[src/hw/board_cfg_pkg.sv]
package board_cfg_pkg;

	typedef logic [31:0] status_t; // Option word from the menu link.
	typedef logic [1:0] buttons_t;
	typedef logic [15:0] audio_sample_t; // Unsigned.

	// Bit positions inside status_t.
	localparam int unsigned STATUS_RESET_BIT = 0;
	localparam int unsigned STATUS_SCAN_LO = 3; // Two-bit scanline field.
	localparam int unsigned STATUS_MENU_RESET_BIT = 9;

	localparam int unsigned BUTTON_RESET_BIT = 1;

	// Same order as the menu entries.
	typedef enum logic [1:0] {
		SCAN_NONE = 2'd0,
		SCAN_25 = 2'd1,
		SCAN_50 = 2'd2,
		SCAN_75 = 2'd3
	} scan_mode_e;

endpackage

[src/hw/video_pkg.sv]
package video_pkg;

	typedef logic [5:0] level_t; // Per-colour level at the VGA pins.

	localparam level_t LEVEL_MAX = 6'd63;

	// One bit per colour from the core.
	typedef struct packed {
		logic r;
		logic g;
		logic b;
	} core_pixel_t;

	typedef struct packed {
		logic hs;
		logic vs;
	} sync_t;

	typedef struct packed {
		level_t r;
		level_t g;
		level_t b;
		logic hs;
		logic vs;
	} vga_out_t;

endpackage

[src/hw/option_decoder.sv]
`timescale 1ns/1ps

module option_decoder #(
	parameter int unsigned RESET_HOLD = 16
) (
	input logic clk_sys,
	input logic reset,
	input board_cfg_pkg::status_t status,
	input board_cfg_pkg::buttons_t buttons,
	input logic scandoubler_disable,
	output board_cfg_pkg::scan_mode_e scan_mode,
	output logic core_reset
);

	localparam int unsigned HOLD_W = (RESET_HOLD > 0) ? $clog2(RESET_HOLD + 1) : 1;
	localparam int unsigned SCAN_W = $bits(board_cfg_pkg::scan_mode_e);

	logic request;
	logic request_q;
	logic [HOLD_W-1:0] hold_cnt;
	logic [SCAN_W-1:0] scan_field;

	assign request = status[board_cfg_pkg::STATUS_RESET_BIT]
		| status[board_cfg_pkg::STATUS_MENU_RESET_BIT]
		| buttons[board_cfg_pkg::BUTTON_RESET_BIT];

	assign scan_field = status[board_cfg_pkg::STATUS_SCAN_LO +: SCAN_W];

	// Board reset looks like a request that has just ended.
	always_ff @(posedge clk_sys) begin
		if (reset) begin
			request_q <= 1'b1;
			hold_cnt <= '0;
		end else begin
			request_q <= request;
			if (request_q)
				hold_cnt <= HOLD_W'(RESET_HOLD); // Restart the hold.
			else if (hold_cnt != '0)
				hold_cnt <= hold_cnt - 1'b1;
		end
	end

	assign core_reset = request_q | (hold_cnt != '0);

	always_ff @(posedge clk_sys) begin
		if (reset || scandoubler_disable)
			scan_mode <= board_cfg_pkg::SCAN_NONE; // No dimming without the doubler.
		else
			scan_mode <= board_cfg_pkg::scan_mode_e'(scan_field);
	end

	a_reset_follows_request: assert property (
		@(posedge clk_sys) disable iff (reset) request |=> core_reset
	);

endmodule

[src/hw/line_tracker.sv]
`timescale 1ns/1ps

module line_tracker (
	input logic clk_sys,
	input logic reset,
	input video_pkg::core_pixel_t pixel,
	input video_pkg::sync_t sync,
	output logic [2:0] color_bit,
	output logic dim,
	output video_pkg::sync_t sync_q
);

	logic hs_rise;
	logic vs_rise;
	logic odd_line;

	// Edges against the sync seen last cycle.
	assign hs_rise = sync.hs & ~sync_q.hs;
	assign vs_rise = sync.vs & ~sync_q.vs;

	always_ff @(posedge clk_sys) begin
		if (reset) begin
			odd_line <= 1'b0;
			sync_q <= '0;
			color_bit <= '0;
		end else begin
			sync_q <= sync;
			color_bit <= {pixel.r, pixel.g, pixel.b}; // Bit 2 is red.
			if (vs_rise)
				odd_line <= 1'b0; // New frame starts even.
			else if (hs_rise)
				odd_line <= ~odd_line;
		end
	end

	// Odd lines get the scanline effect.
	assign dim = odd_line;

	a_even_after_vsync: assert property (
		@(posedge clk_sys) disable iff (reset)
		(sync.vs && !sync_q.vs) |=> !dim
	);

endmodule

[src/hw/channel_shader.sv]
`timescale 1ns/1ps

module channel_shader (
	input logic clk_sys,
	input logic reset,
	input logic color_bit,
	input logic dim,
	input board_cfg_pkg::scan_mode_e scan_mode,
	output video_pkg::level_t level
);

	logic [2:0] weight;
	logic [7:0] scaled;
	video_pkg::level_t shade;

	// Full scale times (4 - k), k taken from the mode.
	assign weight = 3'd4 - {1'b0, scan_mode};
	assign scaled = 8'(video_pkg::LEVEL_MAX) * 8'(weight);

	always_comb begin
		if (!color_bit)
			shade = '0;
		else if (dim)
			shade = scaled[7:2]; // SCAN_NONE comes out as 63 here too.
		else
			shade = video_pkg::LEVEL_MAX;
	end

	always_ff @(posedge clk_sys) begin
		if (reset)
			level <= '0;
		else
			level <= shade;
	end

endmodule

[src/hw/sync_aligner.sv]
`timescale 1ns/1ps

module sync_aligner (
	input logic clk_sys,
	input logic reset,
	input video_pkg::level_t level_r,
	input video_pkg::level_t level_g,
	input video_pkg::level_t level_b,
	input video_pkg::sync_t sync_q,
	output video_pkg::vga_out_t vga_out
);

	video_pkg::sync_t sync_d;
	logic blank;

	// Sync one stage later, level with the shaders.
	assign blank = sync_d.hs | sync_d.vs;

	always_ff @(posedge clk_sys) begin
		if (reset) begin
			sync_d <= '0;
			vga_out <= '0;
		end else begin
			sync_d <= sync_q;
			vga_out.r <= blank ? '0 : level_r;
			vga_out.g <= blank ? '0 : level_g;
			vga_out.b <= blank ? '0 : level_b;
			vga_out.hs <= sync_d.hs;
			vga_out.vs <= sync_d.vs;
		end
	end

	a_blank_in_sync: assert property (
		@(posedge clk_sys) disable iff (reset)
		(sync_q.hs || sync_q.vs) |=> ##1
			(vga_out.r == '0 && vga_out.g == '0 && vga_out.b == '0)
	);

endmodule

[src/hw/sigma_delta_dac.sv]
`timescale 1ns/1ps

module sigma_delta_dac #(
	parameter int unsigned AUDIO_BITS = 16
) (
	input logic clk_sys,
	input logic reset,
	input board_cfg_pkg::audio_sample_t sample,
	output logic audio_bit
);

	localparam int unsigned SAMPLE_W = $bits(board_cfg_pkg::audio_sample_t);

	logic [AUDIO_BITS-1:0] acc;
	logic [AUDIO_BITS:0] sum;

	// Upper AUDIO_BITS of the sample feed the modulator.
	assign sum = {1'b0, acc} + {1'b0, sample[SAMPLE_W-1 -: AUDIO_BITS]};

	always_ff @(posedge clk_sys) begin
		if (reset) begin
			acc <= '0;
			audio_bit <= 1'b0;
		end else begin
			acc <= sum[AUDIO_BITS-1:0]; // Wraps.
			audio_bit <= sum[AUDIO_BITS]; // Carry is the output density.
		end
	end

endmodule

[src/hw/atmos_board_io.sv]
`timescale 1ns/1ps

module atmos_board_io #(
	parameter int unsigned RESET_HOLD = 16,
	parameter int unsigned AUDIO_BITS = 16
) (
	input logic clk_sys,
	input logic reset,
	input board_cfg_pkg::status_t status,
	input board_cfg_pkg::buttons_t buttons,
	input logic scandoubler_disable,
	input video_pkg::core_pixel_t pixel,
	input video_pkg::sync_t sync,
	input board_cfg_pkg::audio_sample_t sample,
	output video_pkg::vga_out_t vga_out,
	output logic core_reset,
	output logic audio_l,
	output logic audio_r
);

	board_cfg_pkg::scan_mode_e scan_mode;
	logic [2:0] color_bit;
	logic dim;
	video_pkg::sync_t sync_q;
	video_pkg::level_t [2:0] level; // Index 2 is red.

	option_decoder #(
		.RESET_HOLD	(RESET_HOLD)
	) option_decoder (
		.clk_sys	(clk_sys),
		.reset	(reset),
		.status	(status),
		.buttons	(buttons),
		.scandoubler_disable	(scandoubler_disable),
		.scan_mode	(scan_mode),
		.core_reset	(core_reset)
	);

	line_tracker line_tracker (
		.clk_sys	(clk_sys),
		.reset	(reset),
		.pixel	(pixel),
		.sync	(sync),
		.color_bit	(color_bit),
		.dim	(dim),
		.sync_q	(sync_q)
	);

	for (genvar ch = 0; ch < 3; ch++) begin : gen_channel
		channel_shader channel_shader (
			.clk_sys	(clk_sys),
			.reset	(reset),
			.color_bit	(color_bit[ch]),
			.dim	(dim),
			.scan_mode	(scan_mode),
			.level	(level[ch])
		);
	end

	sync_aligner sync_aligner (
		.clk_sys	(clk_sys),
		.reset	(reset),
		.level_r	(level[2]),
		.level_g	(level[1]),
		.level_b	(level[0]),
		.sync_q	(sync_q),
		.vga_out	(vga_out)
	);

	sigma_delta_dac #(
		.AUDIO_BITS	(AUDIO_BITS)
	) sigma_delta_dac (
		.clk_sys	(clk_sys),
		.reset	(reset),
		.sample	(sample),
		.audio_bit	(audio_l)
	);

	assign audio_r = audio_l; // Mono on both pins.

endmodule

[config.mk]
export PLATFORM = sky130hd
export DESIGN_NAME = atmos_board_io
export DESIGN_NICKNAME = d
export VERILOG_FILES = /design/src/hw/board_cfg_pkg.sv /design/src/hw/video_pkg.sv /design/src/hw/option_decoder.sv /design/src/hw/line_tracker.sv /design/src/hw/channel_shader.sv /design/src/hw/sync_aligner.sv /design/src/hw/sigma_delta_dac.sv /design/src/hw/atmos_board_io.sv
export SDC_FILE = /design/constraint.sdc
export NUM_CORES = 1
export LEC_CHECK = 0
export BUFFER_PORTS_ARGS = -buffer_cell sky130_fd_sc_hd__buf_2
export CORE_MARGIN = 1
export CORE_UTILIZATION = 50
export CTS_BUF_LIST = sky130_fd_sc_hd__clkbuf_4 sky130_fd_sc_hd__clkbuf_8 sky130_fd_sc_hd__clkbuf_16
export CTS_CLUSTER_SIZE = 16
export DETAILED_ROUTE_END_ITERATION = 7
export GPL_TIMING_DRIVEN = 0
export PLACE_DENSITY = 0.88
export SLEW_MARGIN = 20
export SYNTH_ARGS = -nofsm -noshare
export SYNTH_HDL_FRONTEND = slang
export SYNTH_HIERARCHICAL = 1
export SYNTH_SLANG_ARGS = --single-unit
[constraint.sdc]
create_clock -name clk_sys -period 5.8 [get_ports clk_sys]
set_input_delay 0.58 -clock clk_sys [delete_from_list [all_inputs] [get_ports clk_sys]]
set_output_delay 0.58 -clock clk_sys [all_outputs]
set_load 0.005 [all_outputs]
# After elaboration in Yosys (flattened, before gate mapping)
# Cells that the tools add are included.
# totals
wordCells,48
input_bits,58
output_inout_bits,23
ff_bits,71
# classes
reduce_logical,9
add_sub_neg,3
n_mul,1
bitwise,12
muxes,3
# op_table
operator,n
adder 16 x 16 -> 17 bit,1
OR reduction 2 bit,6
two-way mux 5 bit,2
multiplier 6 x 3 -> 8 bit (first input constant),1
two-way mux 6 bit,1
inverter 1 bit,6
nonzero test 5 bit,1
subtractor 5 x 1 -> 5 bit (second input constant),1
bitwise OR 1 bit,4
subtractor 3 x 2 -> 3 bit (first input constant),1
bitwise AND 1 bit,2
nonzero test 2 bit,1
logical OR 1 bit,1

# Logic depth before layout (Yosys ltp)
# depth
depth_word,3
mapped_depth,7
depth_no_buf,7

# Hierarchy
# Netlist, hierarchy kept.
# by_module_without_submodules
module,n_inst,seq_area_each_um2,cells_per_inst,area_each_um2
sigma_delta_dac,1,340.3,124,1142.3
sync_aligner,1,440.4,50,754.5
channel_shader,3,100.1,16,171.4
option_decoder,1,160.2,30,310.3
line_tracker,1,120.1,15,190.2
atmos_board_io,1,0.0,1,7.5

# Worst setup path before layout
# No wires, ideal clock.
# synth_path
kind,input to register
start,input port sample[0]
end,register sigma_delta_dac.acc[14]
n_path_buf,0
t_arrival_ns,2.437
setup_ns,0.123
cell_stages,7
path_slack_ns,3.239
t_required_ns,5.677
path_cell_list,ha_1 > fa_1 > a21o_1 > a221oi_4 > and4b_1 > a211oi_2 > mux2_1
# synth_between
elab_chain_len,1
# synth_rtl
item,line,rtl
from (decl),atmos_board_io.sv:14,"input board_cfg_pkg::audio_sample_t sample,"
adder 16 x 16 -> 17 bit,sigma_delta_dac.sv:18,"assign sum = {1'b0, acc} + {1'b0, sample[SAMPLE_W-1 -: AUDIO_BITS]};"
to (signal assigned),sigma_delta_dac.sv:25,acc <= sum[AUDIO_BITS-1:0];
to (decl),sigma_delta_dac.sv:14,logic [AUDIO_BITS-1:0] acc;
# Every way passes these cells.
# A chain may end at the register's enable or synchronous reset.

# Worst setup path after layout
# Ends and elaborated chain as after synthesis.

==> run metrics <==
outcome finished clean; Mapped Nets 347; Die Footprint 6147 um^2; FF-to-FF setup slack 3.35 ns; hold buffers post-CTS 0; Worst-Margin Slew 0.5023 ns; Final Max Tran Viols 0; FP Rows 27; PD cells 384.0 nW/um^2; grt total ovfl 0; leading area contributor after synthesis dfxtp_1; Final period util ~43%; port bufs 51; Initial Utilization 52.37%; Via density 5.194; worst-path fanout max 5; fraction of layout cells with a size suffix above 1 31.04%; worst vdd ir between 200 and 250 uV; Chip Height 78.41 um; CP max stage cell fa_1; first-pass detailed-route iteration total 4; HP Class in -> reg; Worst Skew around 0.0061 ns; max-cap violation count 0; WL/cell 13.09 um; core box area 5574 um^2; Synth top cells by count dfxtp_1, a21oi_1, nor2_1, ha_1, nor2b_1; worst-path cell chain buf_2, ha_1, fa_1, a21o_1, a221oi_4, and4b_1, a211oi_2, mux2_1; clock slew seen by the registers of the worst setup and hold paths about 0.080 ns; post-synthesis sequential area ratio 46.64%; Synth Register Bits 68; Multi-input gate area 1409 um^2; Layout area overhead 18.90%; crit end category flop; flip-flop and latch area 1361 um^2; synthesized netlist cell count 268; Synth area leaders dfxtp_1, ha_1, nor4b_2; Hold Path Cell Cnt 2; Vias 2114; width of the die 78.41 um; Final Hold Viols 0; Synth top area share 46.64%; worst flop-to-flop path startpoint sigma_delta_dac/acc[0]$_SDFF_PP0_; # setup viols final 0; vias in the first global route 2030; CTS tree built; Setup Total Neg Slack 0 ns; arrival time worst endpoint 2.73 ns; synth warn 6; H-Tree Depth 3; Reg2Reg Capture Point sigma_delta_dac/acc[14]$_SDFF_PP0_; DR iter-0 viols 57; Final HPWL DP 3.817 mm; Post-CTS Resized 0; clk_lat worst skew 0.35 ns; Setup CP Type in -> reg; Worst slew margin 66.51%; fin util 62.27%; Req. time, crit path 6.04 ns; Netlist cell types 49; Setup crit start kind input port; RSZ-0062 raised after global routing false; layout filler cell count 450; sinks on the clock net 68; count leader, synth dfxtp_1; Max Buffers Root-to-Sink 2; global router's overall resource usage 19.78%; Async S/R FF share, synth 0%; fmax 400.3 MHz; antenna cells 0; drt drc 0; Mapped Area 2919 um^2; number of flops mapped to enable cells by yosys 0; post-route ant nets 0; WHS Endpoint option_decoder/request_q$_SDFF_PP1_; # nets final 409; total power 0.001333 W; fin crit period approximately 2.5 ns; first-pass GRT wire length ~9 mm; Max stage delay on crit path around 0.42 ns; Critical path origin sample[0]; initial antenna violation count 0; hold path startpoint status[9]; setup bufs post-CTS 0; total wire length 5.327 mm; CTS Root Cell clkbuf_8; GPL Wtd Cong around 0.8; Top Ports 81; Leak Pwr roughly 1.6 nW; ys flop type dfxtp_1; cts bufs inserted 9; Syn Area/Cell 10.89 um^2; depth of the most critical reg-to-reg path 7; largest net degree at the start of global routing 26
## cell type report
class	count	share of cell area [%]
multi-input combinational	176	40.59
sequential	68	39.22
timing repair buffer	51	7.354
clock buffer	9	3.569
buffer	12	2.992
tap	72	2.596
clock inverter	7	2.379
inverter	12	1.298
## placed cells by master, fill, tap and decap left out, types with 2 or more instances in the layout
cell type and count:
nor4b_1 9, inv_6 3, xor2_1 5, clkbuf_8 9, xnor2_1 7, dfxtp_1 68
nand3_1 3, and2_1 2, nand2_1 7, a211oi_2 2, nand2b_4 3, clkinvlp_4 2
nor2_1 22, nor3b_1 2, buf_6 3, o21bai_1 3, mux2_2 5, ha_1 20
nor3_1 3, buf_2 52, buf_4 5, nor4b_2 8, a21oi_1 23, nand4_1 2
inv_1 12, nor2b_1 17, nand2b_1 3, o21ai_0 6, a21o_1 4
## metal layers
metal / vias to the layer above / wire (um) / GRT usage [%]
li1: 1058 / - / -
met1: 984 / 2175 / 21.33
met2: 61 / 2769 / 34.82
met3: 11 / 285 / 6.744
met4: 0 / 96 / 8.889
met5: - / 0 / 0
## cells by family (layout without fill, tap and decap cells)
family	Yosys count	after routing	synth area share, %
xor+xnor	12	12	3.600
mux	6	6	2.314
compound gates	46	46	10.63
buf+inv	24	91	5.100
simple gates	91	91	22.46
fa+ha+maj	21	21	9.258
flops	68	68	46.64
## per-stage QoR
stage | hold slack (ns) | cell area, um^2 | cells | worst slack [ns]
after floorplan | 0.4388 | 2919 | 268 | 3.239
after global placement | 0.4493 | 3264 | 391 | 2.982
after detailed placement | 0.4565 | 3264 | 391 | 2.942
after CTS | 0.4032 | 3471 | 407 | 3.319
after global routing | 0.4112 | 3471 | 407 | 3.252
final | 0.4177 | 3471 | 407 | 3.302
## state kept, by name, indices dropped and copies added (netlist names)
name / flops
option_decoder/hold_cnt: 5
gen_channel.channel_shader/level: 15
line_tracker/sync_q: 2
sigma_delta_dac/audio_bit: 1
line_tracker/color_bit: 3
line_tracker/dim: 1
sigma_delta_dac/acc: 16
option_decoder/scan_mode: 2
option_decoder/request_q: 1
sync_aligner/sync_d: 2
sync_aligner/vga_out: 20
## how the worst max path moves through the flow
stage	slack (ns)	to
CTS	3.32	sigma_delta_dac/acc[14]$_SDFF_PP0_
finish	3.30	sigma_delta_dac/acc[14]$_SDFF_PP0_
global route	3.25	sigma_delta_dac/acc[14]$_SDFF_PP0_
detailed placement	2.94	sigma_delta_dac/acc[14]$_SDFF_PP0_
global placement	2.98	sigma_delta_dac/acc[14]$_SDFF_PP0_
floorplan	3.24	sigma_delta_dac/acc[14]$_SDFF_PP0_
## where the power goes
group	leakage [nW]	switching (W)	internal, W	total, W
logic	0.928	0.000203	0.000181	0.000384
clock network	0.0988	0.000198	0.000206	0.000403
registers	0.559	0.0000214	0.000524	0.000545
## worst max-delay path, delay by kind of cell
kind / cells / cell delay, ns
AO/OA/AOI/OAI: 3 / 0.81
adder cells (fa/ha/maj): 2 / 0.65
multiplexers: 1 / 0.34
AND/OR/NAND/NOR: 1 / 0.25
buffers and inverters: 1 / 0.10
Note: power is estimated with default switching activity, not from simulation.
